--- config.mk ---
export PLATFORM = sky130hd
export DESIGN_NAME = csr_unit_top
export DESIGN_NICKNAME = d
export VERILOG_FILES = /design/src/csr_pkg.sv /design/src/csr_op_decode.sv /design/src/csr_unit_top.sv /design/src/machine_csr_regs.sv /design/src/mvu_csr_file.sv
export SDC_FILE = /design/constraint.sdc
export NUM_CORES = 1
export LEC_CHECK = 0
export ABC_CLOCK_PERIOD_IN_PS = 2950
export BUFFER_PORTS_ARGS = -buffer_cell sky130_fd_sc_hd__buf_4
export CAP_MARGIN = 25
export CORE_AREA = 2 2 270 272
export DETAILED_ROUTE_END_ITERATION = 12
export DIE_AREA = 0 0 272 274
export PLACE_DENSITY = 0.65
export SKIP_LAST_GASP = 1
export SYNTH_ARGS = -nofsm -noshare
export SYNTH_HDL_FRONTEND = slang
export SYNTH_SLANG_ARGS = --single-unit
--- constraint.sdc ---
create_clock -name clk -period 2.95 [get_ports clk]
set_input_delay 0.1475 -clock clk [delete_from_list [all_inputs] [get_ports clk]]
set_output_delay 0.1475 -clock clk [all_outputs]
set_load 0.05 [all_outputs]
--- src/csr_pkg.sv ---
package csr_pkg;

    // ========================================================================
    // data types
    // ========================================================================

    // one csr data word
    typedef logic [31:0] csr_word_t;

    // 12-bit csr address space
    typedef logic [11:0] csr_addr_t;

    // index into the mvu configuration file
    typedef logic [3:0]  mvu_idx_t;

    typedef enum logic [2:0] {
        CSR_NONE  = 3'd0,
        CSR_RW    = 3'd1,
        CSR_SET   = 3'd2,
        CSR_CLEAR = 3'd3,
        CSR_MRET  = 3'd4
    } csr_op_t;

    // ========================================================================
    // csr addresses
    // ========================================================================

    // machine trap setup and handling
    localparam csr_addr_t ADDR_MSTATUS   = 12'h300;
    localparam csr_addr_t ADDR_MISA      = 12'h301;
    localparam csr_addr_t ADDR_MIE       = 12'h304;
    localparam csr_addr_t ADDR_MTVEC     = 12'h305;
    localparam csr_addr_t ADDR_MEPC      = 12'h341;
    localparam csr_addr_t ADDR_MCAUSE    = 12'h342;
    localparam csr_addr_t ADDR_MIP       = 12'h344;

    // counters
    localparam csr_addr_t ADDR_MCYCLE    = 12'hB00;
    localparam csr_addr_t ADDR_MCYCLEH   = 12'hB80;

    // id registers, all read only
    localparam csr_addr_t ADDR_MVENDORID = 12'hF11;
    localparam csr_addr_t ADDR_MARCHID   = 12'hF12;
    localparam csr_addr_t ADDR_MIMPID    = 12'hF13;
    localparam csr_addr_t ADDR_MHARTID   = 12'hF14;

    // mvu block, config registers sit at base + index
    localparam csr_addr_t MVU_CSR_BASE   = 12'h7C0;
    localparam csr_addr_t ADDR_MVUSTATUS = 12'h7D0;

    localparam int        MVU_NUM_REGS   = 16;
    // writing this one kicks off the accelerator
    localparam mvu_idx_t  MVU_CMD_INDEX  = 4'd15;

    // ========================================================================
    // bit positions and constants
    // ========================================================================

    localparam int MSTATUS_MIE_BIT  = 3;
    localparam int MSTATUS_MPIE_BIT = 7;
    localparam int IRQ_MVU_BIT      = 16;

    // interrupt flag in bit 31, mvu line as the code
    localparam csr_word_t MVU_IRQ_CAUSE = 32'h8000_0000 | 32'(IRQ_MVU_BIT);

    localparam csr_word_t VENDOR_ID = 32'h0000_0000;
    localparam csr_word_t ARCH_ID   = 32'h0000_0019;
    localparam csr_word_t IMP_ID    = 32'h0000_0000;
    localparam csr_word_t HART_ID   = 32'h0000_0000;
    // rv32i only
    localparam csr_word_t ISA_CODE  = 32'h4000_0100;

endpackage

--- src/csr_op_decode.sv ---
`timescale 1ns/10ps

module csr_op_decode (
    input  logic                csr_valid_i,
    input  csr_pkg::csr_op_t    csr_op_i,
    input  csr_pkg::csr_word_t  csr_wdata_i,
    input  csr_pkg::csr_word_t  csr_rdata_i,
    output logic                csr_we_o,
    output logic                csr_re_o,
    output logic                mret_o,
    output csr_pkg::csr_word_t  wdata_o
);

    import csr_pkg::*;

    // ========================================================================
    // op decode and read-modify-write value
    // ========================================================================

    always_comb begin
        logic      acc;
        logic      ret;
        csr_word_t nxt;

        acc = 1'b0;
        ret = 1'b0;
        nxt = csr_wdata_i;

        if (csr_valid_i) begin
            case (csr_op_i)
                CSR_RW: begin
                    acc = 1'b1;
                    nxt = csr_wdata_i;
                end
                // set and clear work on the merged old value
                CSR_SET: begin
                    acc = 1'b1;
                    nxt = csr_rdata_i | csr_wdata_i;
                end
                CSR_CLEAR: begin
                    acc = 1'b1;
                    nxt = csr_rdata_i & ~csr_wdata_i;
                end
                // return has no csr side effects
                CSR_MRET: begin
                    ret = 1'b1;
                end
                default: begin
                    acc = 1'b0;
                end
            endcase
        end

        csr_we_o = acc;
        csr_re_o = acc;
        mret_o   = ret;
        wdata_o  = nxt;
    end

endmodule

--- src/csr_unit_top.sv ---
`timescale 1ns/10ps

module csr_unit_top (
    input  logic                clk,
    input  logic                rst_n,
    // csr access port
    input  logic                csr_valid_i,
    input  csr_pkg::csr_op_t    csr_op_i,
    input  csr_pkg::csr_addr_t  csr_addr_i,
    input  csr_pkg::csr_word_t  csr_wdata_i,
    output csr_pkg::csr_word_t  csr_rdata_o,
    output logic                csr_illegal_o,
    // core side
    input  csr_pkg::csr_word_t  pc_i,
    input  csr_pkg::csr_word_t  boot_addr_i,
    input  logic                cycle_en_i,
    output logic                evt_valid_o,
    output csr_pkg::csr_word_t  evt_pc_o,
    // mvu side
    input  logic                mvu_irq_i,
    input  logic                mvu_status_i,
    output csr_pkg::csr_word_t  mvu_cfg_o [csr_pkg::MVU_NUM_REGS],
    output logic                mvu_start_o
);

    import csr_pkg::*;

    logic      csr_we;
    logic      csr_re;
    logic      mret;
    csr_word_t wdata;

    csr_word_t mach_rdata;
    logic      mach_hit;
    logic      mach_illegal;
    csr_word_t mvu_rdata;
    logic      mvu_hit;
    logic      mvu_illegal;

    csr_op_decode u_decode (
        .csr_valid_i (csr_valid_i),
        .csr_op_i    (csr_op_i),
        .csr_wdata_i (csr_wdata_i),
        .csr_rdata_i (csr_rdata_o),
        .csr_we_o    (csr_we),
        .csr_re_o    (csr_re),
        .mret_o      (mret),
        .wdata_o     (wdata)
    );

    machine_csr_regs u_machine (
        .clk         (clk),
        .rst_n       (rst_n),
        .csr_addr_i  (csr_addr_i),
        .csr_we_i    (csr_we),
        .csr_re_i    (csr_re),
        .mret_i      (mret),
        .wdata_i     (wdata),
        .pc_i        (pc_i),
        .boot_addr_i (boot_addr_i),
        .mvu_irq_i   (mvu_irq_i),
        .cycle_en_i  (cycle_en_i),
        .rdata_o     (mach_rdata),
        .hit_o       (mach_hit),
        .illegal_o   (mach_illegal),
        .evt_valid_o (evt_valid_o),
        .evt_pc_o    (evt_pc_o)
    );

    mvu_csr_file u_mvu (
        .clk          (clk),
        .rst_n        (rst_n),
        .csr_addr_i   (csr_addr_i),
        .csr_we_i     (csr_we),
        .csr_re_i     (csr_re),
        .wdata_i      (wdata),
        .mvu_status_i (mvu_status_i),
        .rdata_o      (mvu_rdata),
        .hit_o        (mvu_hit),
        .illegal_o    (mvu_illegal),
        .mvu_cfg_o    (mvu_cfg_o),
        .mvu_start_o  (mvu_start_o)
    );

    // banks drive zero when not hit
    assign csr_rdata_o   = mach_rdata | mvu_rdata;
    // unknown address when nobody claims an access
    assign csr_illegal_o = mach_illegal | mvu_illegal |
                           ((csr_re | csr_we) & ~mach_hit & ~mvu_hit);

    bank_exclusive_a: assert property (
        @(posedge clk) disable iff (!rst_n) !(mach_hit && mvu_hit)
    ) else $error("csr_unit_top: both csr banks claim one address");

endmodule

--- src/machine_csr_regs.sv ---
`timescale 1ns/10ps

module machine_csr_regs (
    input  logic                clk,
    input  logic                rst_n,
    input  csr_pkg::csr_addr_t  csr_addr_i,
    input  logic                csr_we_i,
    input  logic                csr_re_i,
    input  logic                mret_i,
    input  csr_pkg::csr_word_t  wdata_i,
    input  csr_pkg::csr_word_t  pc_i,
    input  csr_pkg::csr_word_t  boot_addr_i,
    input  logic                mvu_irq_i,
    input  logic                cycle_en_i,
    output csr_pkg::csr_word_t  rdata_o,
    output logic                hit_o,
    output logic                illegal_o,
    output logic                evt_valid_o,
    output csr_pkg::csr_word_t  evt_pc_o
);

    import csr_pkg::*;

    // only the implemented bits are kept as flops
    logic        mstatus_mie_q;
    logic        mstatus_mpie_q;
    logic        mie_mvu_q;
    logic        mip_mvu_q;
    csr_word_t   mtvec_q;
    csr_word_t   mepc_q;
    csr_word_t   mcause_q;
    logic [63:0] mcycle_q;
    // high for the first clock out of reset
    logic        boot_load_q;

    logic        access;
    logic        addr_known;
    logic        read_only;
    logic        wr_ok;
    logic        irq_take;
    csr_word_t   rdata;

    // ========================================================================
    // address decode and read mux
    // ========================================================================

    always_comb begin
        addr_known = 1'b1;
        read_only  = 1'b0;
        rdata      = '0;

        case (csr_addr_i)
            ADDR_MSTATUS: begin
                rdata[MSTATUS_MIE_BIT]  = mstatus_mie_q;
                rdata[MSTATUS_MPIE_BIT] = mstatus_mpie_q;
            end
            // writes accepted, value fixed
            ADDR_MISA:      rdata = ISA_CODE;
            ADDR_MIE:       rdata[IRQ_MVU_BIT] = mie_mvu_q;
            ADDR_MIP:       rdata[IRQ_MVU_BIT] = mip_mvu_q;
            ADDR_MTVEC:     rdata = mtvec_q;
            ADDR_MEPC:      rdata = mepc_q;
            ADDR_MCAUSE: begin
                rdata     = mcause_q;
                read_only = 1'b1;
            end
            ADDR_MCYCLE: begin
                rdata     = mcycle_q[31:0];
                read_only = 1'b1;
            end
            ADDR_MCYCLEH: begin
                rdata     = mcycle_q[63:32];
                read_only = 1'b1;
            end
            ADDR_MVENDORID: begin
                rdata     = VENDOR_ID;
                read_only = 1'b1;
            end
            ADDR_MARCHID: begin
                rdata     = ARCH_ID;
                read_only = 1'b1;
            end
            ADDR_MIMPID: begin
                rdata     = IMP_ID;
                read_only = 1'b1;
            end
            ADDR_MHARTID: begin
                rdata     = HART_ID;
                read_only = 1'b1;
            end
            default: addr_known = 1'b0;
        endcase
    end

    assign access    = csr_we_i | csr_re_i;
    assign hit_o     = access & addr_known;
    assign illegal_o = hit_o & read_only;
    assign rdata_o   = hit_o ? rdata : '0;
    assign wr_ok     = csr_we_i & addr_known & ~read_only;

    // ========================================================================
    // trap event
    // ========================================================================

    assign irq_take    = mstatus_mie_q & mie_mvu_q & mip_mvu_q;
    assign evt_valid_o = irq_take | mret_i;
    // interrupt beats mret
    assign evt_pc_o    = irq_take ? mtvec_q : mepc_q;

    // ========================================================================
    // state update
    // ========================================================================

    always_ff @(posedge clk or negedge rst_n) begin
        if (!rst_n) begin
            mstatus_mie_q  <= 1'b0;
            mstatus_mpie_q <= 1'b0;
            mie_mvu_q      <= 1'b0;
            mip_mvu_q      <= 1'b0;
            mtvec_q        <= '0;
            mepc_q         <= '0;
            mcause_q       <= '0;
            mcycle_q       <= '0;
            boot_load_q    <= 1'b1;
        end else begin
            boot_load_q <= 1'b0;
            if (boot_load_q) begin
                mtvec_q <= boot_addr_i;
            end
            if (cycle_en_i) begin
                mcycle_q <= mcycle_q + 64'd1;
            end

            // pending bit is sticky, the mvu line always sets it
            mip_mvu_q <= mip_mvu_q | mvu_irq_i;

            if (wr_ok) begin
                case (csr_addr_i)
                    ADDR_MSTATUS: begin
                        mstatus_mie_q  <= wdata_i[MSTATUS_MIE_BIT];
                        mstatus_mpie_q <= wdata_i[MSTATUS_MPIE_BIT];
                    end
                    ADDR_MIE:   mie_mvu_q <= wdata_i[IRQ_MVU_BIT];
                    ADDR_MIP:   mip_mvu_q <= wdata_i[IRQ_MVU_BIT] | mvu_irq_i;
                    ADDR_MTVEC: mtvec_q   <= wdata_i;
                    ADDR_MEPC:  mepc_q    <= {wdata_i[31:1], 1'b0};
                    default: begin
                        mepc_q <= mepc_q;
                    end
                endcase
            end

            // trap entry and return override software writes
            if (irq_take) begin
                mstatus_mpie_q <= mstatus_mie_q;
                mstatus_mie_q  <= 1'b0;
                mepc_q         <= pc_i;
                mcause_q       <= MVU_IRQ_CAUSE;
            end else if (mret_i) begin
                mstatus_mie_q  <= mstatus_mpie_q;
                mstatus_mpie_q <= 1'b1;
            end
        end
    end

    // mie drops on entry, so an interrupt event is a single cycle
    irq_evt_single_a: assert property (
        @(posedge clk) disable iff (!rst_n) irq_take |=> !irq_take
    ) else $error("machine_csr_regs: interrupt event held two cycles");

endmodule

--- src/mvu_csr_file.sv ---
`timescale 1ns/10ps

module mvu_csr_file (
    input  logic                clk,
    input  logic                rst_n,
    input  csr_pkg::csr_addr_t  csr_addr_i,
    input  logic                csr_we_i,
    input  logic                csr_re_i,
    input  csr_pkg::csr_word_t  wdata_i,
    input  logic                mvu_status_i,
    output csr_pkg::csr_word_t  rdata_o,
    output logic                hit_o,
    output logic                illegal_o,
    output csr_pkg::csr_word_t  mvu_cfg_o [csr_pkg::MVU_NUM_REGS],
    output logic                mvu_start_o
);

    import csr_pkg::*;

    csr_word_t cfg_q [MVU_NUM_REGS];
    logic      start_q;

    logic      access;
    logic      cfg_hit;
    logic      status_hit;
    logic      wr_ok;
    logic      cmd_wr;
    mvu_idx_t  idx;
    csr_word_t status_word;

    // ========================================================================
    // decode
    // ========================================================================

    assign access     = csr_we_i | csr_re_i;
    assign cfg_hit    = (csr_addr_i >= MVU_CSR_BASE) &&
                        (csr_addr_i < (MVU_CSR_BASE + csr_addr_t'(MVU_NUM_REGS)));
    assign status_hit = (csr_addr_i == ADDR_MVUSTATUS);
    assign idx        = mvu_idx_t'(csr_addr_i - MVU_CSR_BASE);

    assign hit_o      = access & (cfg_hit | status_hit);
    // status word is read only, any access to it traps
    assign illegal_o  = access & status_hit;

    assign wr_ok      = csr_we_i & cfg_hit;
    assign cmd_wr     = wr_ok & (idx == MVU_CMD_INDEX);

    // busy flag zero extended
    assign status_word = {31'b0, mvu_status_i};

    always_comb begin
        rdata_o = '0;
        if (access && cfg_hit) begin
            rdata_o = cfg_q[idx];
        end else if (access && status_hit) begin
            rdata_o = status_word;
        end
    end

    // ========================================================================
    // config registers and start pulse
    // ========================================================================

    always_ff @(posedge clk or negedge rst_n) begin
        if (!rst_n) begin
            for (int i = 0; i < MVU_NUM_REGS; i++) begin
                cfg_q[i] <= '0;
            end
            start_q <= 1'b0;
        end else begin
            if (wr_ok) begin
                cfg_q[idx] <= wdata_i;
            end
            // a back to back command folds into the pulse already going out
            start_q <= cmd_wr & ~start_q;
        end
    end

    assign mvu_cfg_o   = cfg_q;
    assign mvu_start_o = start_q;

    start_single_a: assert property (
        @(posedge clk) disable iff (!rst_n) mvu_start_o |=> !mvu_start_o
    ) else $error("mvu_csr_file: start pulse longer than one cycle");

endmodule

==> impl_metrics.toml, run 1 <==
[place]
place_ws_ns = -0.174
port-buffer-count = 695
hpwlAfterDp_microns = 103000
gp_congestion = 0.990

[route]
route.met2.wl_microns = 63600
drcViolationCount = 0
drtIter0Drc = 3762
drt_pass1_iterations = 6
wl_per_cell_microns = 28.9
wl_met3_microns = 15600
vias_per_cell = 6.11
ant_nets = 0
num_vias = 29700
top_layer_used = "met5"
drt_wl_total_microns = 141000
wl_met1_microns = 54700

[critical_path]
cp.required_ns = 2.80
cp-start-kind = "register"
crit_fanout = 3
slowest_stage = "a222oi_1"
reg2reg_depth = 7
arrival_ns = 2.80
end_kind = "output port"
critPathKind = "reg -> out"
max_stage_delay_ns = 0.81
ff2ff_setup_slack_ns = 0.14
worstPathCellList = "mux2_4 -> a222oi_1 -> buf_4 -> o22ai_2 -> buf_6 -> buf_8"

[synthesis]
netlist-cell-type-count = 69
synth_area_per_cell_sq_um = 10.3
synth-edff-count = 0
ys_seq_area_share_pct = 52.6
syn-cell-area_sq_um = 30800
ys_seq_elements = 647
ys.warnings.count = 0
syn_nets = 3100
synthTopCellsByArea = "dfrtp_1 52%, mux4_2 9.3%, o21ai_0 8.2%, nand2_1 8.1%, clkbuf_1 2.1%"
synthFlopType = "dfrtp_1"
synth_top_area_cell = "dfrtp_1"
synthArstFlopShare_pct = 100
synth_cells = 2982
synth_top_area_share_pct = 52.5

[sta]
fin_skew_ns = 0.0220
slew_violations = 0
relSlewSlack_pct = 37.5
hold_viol = 0
worst-slew-pin-transition_ns = 0.938
fin_tns_setup_ns = 0
setup_viol = 0
timing.final.crit_period_ns = 2.95
setup_slack_ns = 0.00381
rsz0062_at_grt = "true"
finalCritPeriodShare_pct = 99.9
max_freq_ghz = 0.339

[pwr]
p_total_mw = 20.0
p_per_area_nw_per_um2 = 472
ir_worst_vdd_uv = 381
p_leak_nw = 19.4

[grt]
grt_start_max_net_pins = 69
first_global_vias = 28200
gr-total-overflow = 0
grt_pass1_wl_microns = 201000
antenna_found_initial = 7
track_usage_pct = 37.1

[floorplanning]
core-area_sq_um = 72000
die_area_sq_um = 74500
die_w_microns = 272
dieHeight_microns = 274
initial_core_util_pct = 42.8
fp-row-count = 99
io_pins = 696

[outcome]
status = "finished, final reports clean"

[cells_and_area]
finalCoreUtilization_pct = 58.8
drive_above_1_share_pct = 33.5
n_fill_cell = 6101
nets = 3960
layout_common_cells = "904 x buf_4, 662 x nand2_1, 643 x dfrtp_1"
final_common_cell = "buf_4"
syn_to_final_growth_pct = 37.3

[clocking]
insertion_delay_ns = 0.63
cts_tree = "built"
cts_made_buffers = 72
root_buffer = "clkbuf_16"
cts_sinks = 647
clk_pin_slew_worst_paths_ns = 0.06
clockBufferDepth = 3
cts_max_level = 3

[flow_run]
drv_cap = 0

[hold_path]
worstHoldPathType = "in -> reg"
hold_depth = 4
==> cell usage after synthesis, types with 4 or more instances <==
master and count:
a21oi_1 49, and3b_1 4, a31oi_1 19, o31ai_1 22
buf_6 6, nand4_1 27, xnor2_1 47, a22o_1 32
mux2i_1 10, nand4b_1 5, o21ai_1 4, a211oi_1 32
o221ai_1 26, buf_1 11, o22ai_1 28, buf_4 9
nor4_1 13, xor2_1 19, dfrtp_1 646, a221oi_1 31
nor2b_1 36, nand2_1 666, nor3_1 62, mux4_2 127
a222oi_1 24, nor2_1 54, o211ai_1 5, clkbuf_1 169
mux2_2 28, o2111ai_1 4, and4_1 13, buf_2 60
and2_1 13, o21ai_0 506, inv_1 6, nand3_1 60
a211oi_2 24, and3_1 31, nand2b_1 8
==> final timing paths <==
| check | startpoint | end |
|---|---|---|
| worst max-delay path | u_machine.mcycle_q[14]$_DFFE_PN0P_ | csr_rdata_o[14] |
| worst min-delay path | csr_wdata_i[3] | u_machine.mepc_q[3]$_DFFE_PN0P_ |
| worst max register to register | u_mvu.mvu_cfg_o[161]$_DFFE_PN0P_ | u_machine.mepc_q[1]$_DFFE_PN0P_ |
| worst min register to register | u_mvu.mvu_start_o$_DFF_PN0_ | u_mvu.mvu_start_o$_DFF_PN0_ |
| max in group asynchronous | rst_n | u_mvu.mvu_cfg_o[433]$_DFFE_PN0P_ |
| min in group asynchronous | rst_n | u_machine.mtvec_q[31]$_DFF_PN0_ |
==> kinds of logic after synthesis <==
family / Yosys count / synth area share (%)
mux: 165 / 10.6
fa+ha+maj: 1 / 0.0406
buf+inv: 261 / 3.68
compound gates: 825 / 16.5
flops: 647 / 52.6
simple gates: 1016 / 14.7
xor+xnor: 66 / 1.88
other cells: 1 / 0.0122
==> per-layer routing <==
| metal | track usage [%] | vias to the layer above |
|---|---|---|
| li1 | - | 12500 |
| met1 | 50.4 | 14900 |
| met2 | 56.0 | 1875 |
| met3 | 9.55 | 354 |
| met4 | 16.9 | 2 |
| met5 | 0 | - |
==> critical path, delay by kind of cell (launching register included) <==
kind / cells / cell delay, ns
buffers and inverters: 3 / 0.56
AO/OA/AOI/OAI: 2 / 0.90
multiplexers: 1 / 0.27
flip-flops: 1 / 0.43
==> repair_timing <==
action / CTS / global route
resized for setup: 1 / 12
pin swaps: 2 / 4
hold endpoints to repair: 182 / 2
endpoints found under the setup margin: 5 / 6
buffers inserted: 4 / 5
hold buffers: 75 / 1
==> registers in the layout, summed over array words and instances (netlist names) <==
signal	flops
u_mvu.mvu_cfg_o	512
u_machine.mcycle_q	64
u_machine.mepc_q	32
u_machine.mtvec_q	32
u_machine.boot_load_q	1
u_machine.mcause_q	1
u_machine.mie_mvu_q	1
u_machine.mip_mvu_q	1
u_machine.mstatus_mie_q	1
u_machine.mstatus_mpie_q	1
u_mvu.mvu_start_o	1
==> stage by stage <==
stage,cell area [sq um],cells,hold slack (ns)
after floorplan,30800,2982,-0.148
after global placement,39000,4640,0.173
after detailed placement,39000,4641,0.169
after CTS,42200,4850,0.00526
after global routing,42300,4862,0.0503
final,42300,4865,0.0225
==> cell type report <==
cell class	instances	area [sq um]	area share, %
sequential	647	16200	38.3
multi-input combinational	2074	13700	32.4
timing repair buffer	1041	8720	20.6
clock buffer	103	2060	4.87
tap	959	1200	2.84
clock inverter	27	348	0.823
inverter	6	22.5	0.0533
antenna	8	20.0	0.0473
==> power breakdown <==
| part | internal (mW) | switching [mW] | total (mW) |
|---|---|---|---|
| registers | 8.98 | 0.150 | 9.13 |
| logic | 0.619 | 0.941 | 1.56 |
| clock network | 5.43 | 3.86 | 9.29 |
Note: power is estimated with default switching activity, not from simulation.
==> run 2, diff against run 1 <==
==> constraint.sdc (replaced) <==
create_clock -name clk -period 2.95 [get_ports clk]
set_input_delay 0.885 -clock clk [delete_from_list [all_inputs] [get_ports clk]]
set_output_delay 0.885 -clock clk [all_outputs]
set_load 0.05 [all_outputs]
==> impl_metrics.toml, run 2 (synthesis gave the netlist of run 1 again) <==
[place]
place_ws_ns = -1.05
port-buffer-count = 695
gp_congestion = 0.981
hpwlAfterDp_microns = 107000

[critical_path]
slowest_stage = "and3_4"
worstPathCellList = "buf_12 -> buf_12 -> buf_4 -> nor4_2 -> and3_4 -> buf_4 -> buf_4 -> a222oi_1 -> buf_4 -> o22ai_4 -> buf_6"
max_stage_delay_ns = 0.34
cp.buffers_inverters = 7
arrival_ns = 2.85
path_delay_family = "buffers and inverters"
cp.required_ns = 2.07
crit_fanout = 9
end_kind = "output port"
cp_common_cell = "buf_4"
cp-start-kind = "input pin"
critPathKind = "in -> out"

[cells_and_area]
finalCoreUtilization_pct = 63.7
nets = 4143
syn_to_final_growth_pct = 48.9
largest_reg_flops = 512
drive_above_1_share_pct = 41.2
final_common_cell = "buf_4"
layout_common_cells = "1030 x buf_4, 661 x nand2_1, 643 x dfrtp_1"

[route]
vias_per_cell = 6.07
drt_pass1_iterations = 9
wl_per_cell_microns = 28.9
num_vias = 30600
drtIter0Drc = 3477
drt_wl_total_microns = 146000
ant_nets = 0
drcViolationCount = 0

[grt]
grt_pass1_wl_microns = 206000
first_global_vias = 29200
gr-total-overflow = 0
track_usage_pct = 38.2
antenna_found_initial = 2
grt_start_max_net_pins = 63

[clocking]
root_buffer = "clkbuf_16"
cts_sinks = 647
cts_max_level = 3
insertion_delay_ns = 0.62
cts_made_buffers = 73
cts_hold_buf = 0
clk_pin_slew_worst_paths_ns = 0.06
cts_tree = "built"
clockBufferDepth = 3

[floorplanning]
die_w_microns = 272
fp-row-count = 99
core-area_sq_um = 72000
io_pins = 696
dieHeight_microns = 274
die_area_sq_um = 74500
initial_core_util_pct = 42.8

[sta]
fin_skew_ns = 0.0203
setup_viol = 34
finalCritPeriodShare_pct = 127
max_freq_ghz = 0.268
hold_viol = 0
rsz0062_at_grt = "true"
hold_slack_ns = 0.214
worst-slew-pin-transition_ns = 0.969
fin_tns_setup_ns = -23.78
relSlewSlack_pct = 35.2
slew_violations = 0
setup_slack_ns = -0.787
timing.final.crit_period_ns = 3.74

[outcome]
failed_checks = "setup timing"
status = "finished with violations"

[pwr]
p_int_mw = 15.3
p_per_area_nw_per_um2 = 444
p_clk_share_pct = 46.3
switching_share_pct = 25.1
ir_worst_vdd_uv = 336
power_frac_seq_pct = 44.8
p_total_mw = 20.4
p_sw_mw = 5.12
power_frac_comb_pct = 8.9
p_leak_nw = 21.0

[flow_run]
drv_cap = 0

[hold_path]
worstHoldPathType = "in -> async"
==> run 2: power by group through the flow <==
stage               Clock, mW  Sequential [mW]  Combinational, mW
CTS                      9.48             9.12               1.75
floorplan                   0             9.26              0.640
finish                   9.44             9.13               1.82
detailed placement          0             9.28               1.60
global route             9.83             9.13               1.92
global placement            0             9.27               1.59
==> run 2: layout make-up <==
| class | count | area, sq um |
|---|---|---|
| clock buffers | 101 | 2090 |
| repair buffers | 1223 | 11100 |
| inverters | 6 | 27.5 |
| flip-flops and latches | 647 | 16200 |
| well taps | 959 | 1200 |
| fillers | 5737 | 26100 |
| diodes | 2 | 5.00 |
| multi-input cells | 2074 | 14900 |
| clock inverters | 26 | 348 |
==> run 2: stage by stage <==
step	cell area, sq um	std cells
floorplan	31900	2982
global placement	41400	4806
detailed placement	41400	4806
CTS	45200	4990
global route	45900	5038
finish	45900	5038
==> run 2: worst reg2reg max path, stage by stage, from the launching register on <==
cell and delay [ns]:
dfrtp_1 0.44, mux4_2 0.50, a22o_1 0.27, a221oi_4 0.25
buf_4 0.16, buf_4 0.10, nor3_1 0.05, a211oi_2 0.30
buf_4 0.25, o221ai_1 0.11
==> run 2: worst paths after layout <==
| check | endpoint | slack (ns) | cells after the start | from |
|---|---|---|---|---|
| max in group asynchronous | u_mvu.mvu_cfg_o[242]$_DFFE_PN0P_ | 1.80 | 3 | rst_n |
| min reg2reg | u_mvu.mvu_start_o$_DFF_PN0_ | 0.44 | 1 | u_mvu.mvu_start_o$_DFF_PN0_ |
| max | csr_rdata_o[25] | -0.79 | 11 | csr_addr_i[7] |
| min in group clk | u_mvu.mvu_start_o$_DFF_PN0_ | 0.44 | 1 | u_mvu.mvu_start_o$_DFF_PN0_ |
| min | u_machine.mtvec_q[1]$_DFF_PN0_ | 0.21 | 1 | rst_n |
| max reg2reg | u_machine.mepc_q[27]$_DFFE_PN0P_ | 0.39 | 9 | u_mvu.mvu_cfg_o[379]$_DFFE_PN0P_ |
==> run 2: repair_timing <==
| action | 4_1_cts | 5_1_grt |
|---|---|---|
| gates cloned | 10 | 2 |
| hold endpoints to repair | 0 | 0 |
| pin swaps | 47 | 40 |
| gates resized for setup | 146 | 70 |
| buffers inserted | 52 | 53 |
| endpoints found under the setup margin | 78 | 86 |
==> run 2: layer usage <==
metal | GRT usage [%] | vias to the layer above | share of wire, %
li1 | - | 12900 | -
met1 | 51.0 | 15200 | 39
met2 | 57.9 | 2024 | 45
met3 | 10.5 | 407 | 11
met4 | 18.1 | 0 | 5.4
met5 | 0 | - | 0
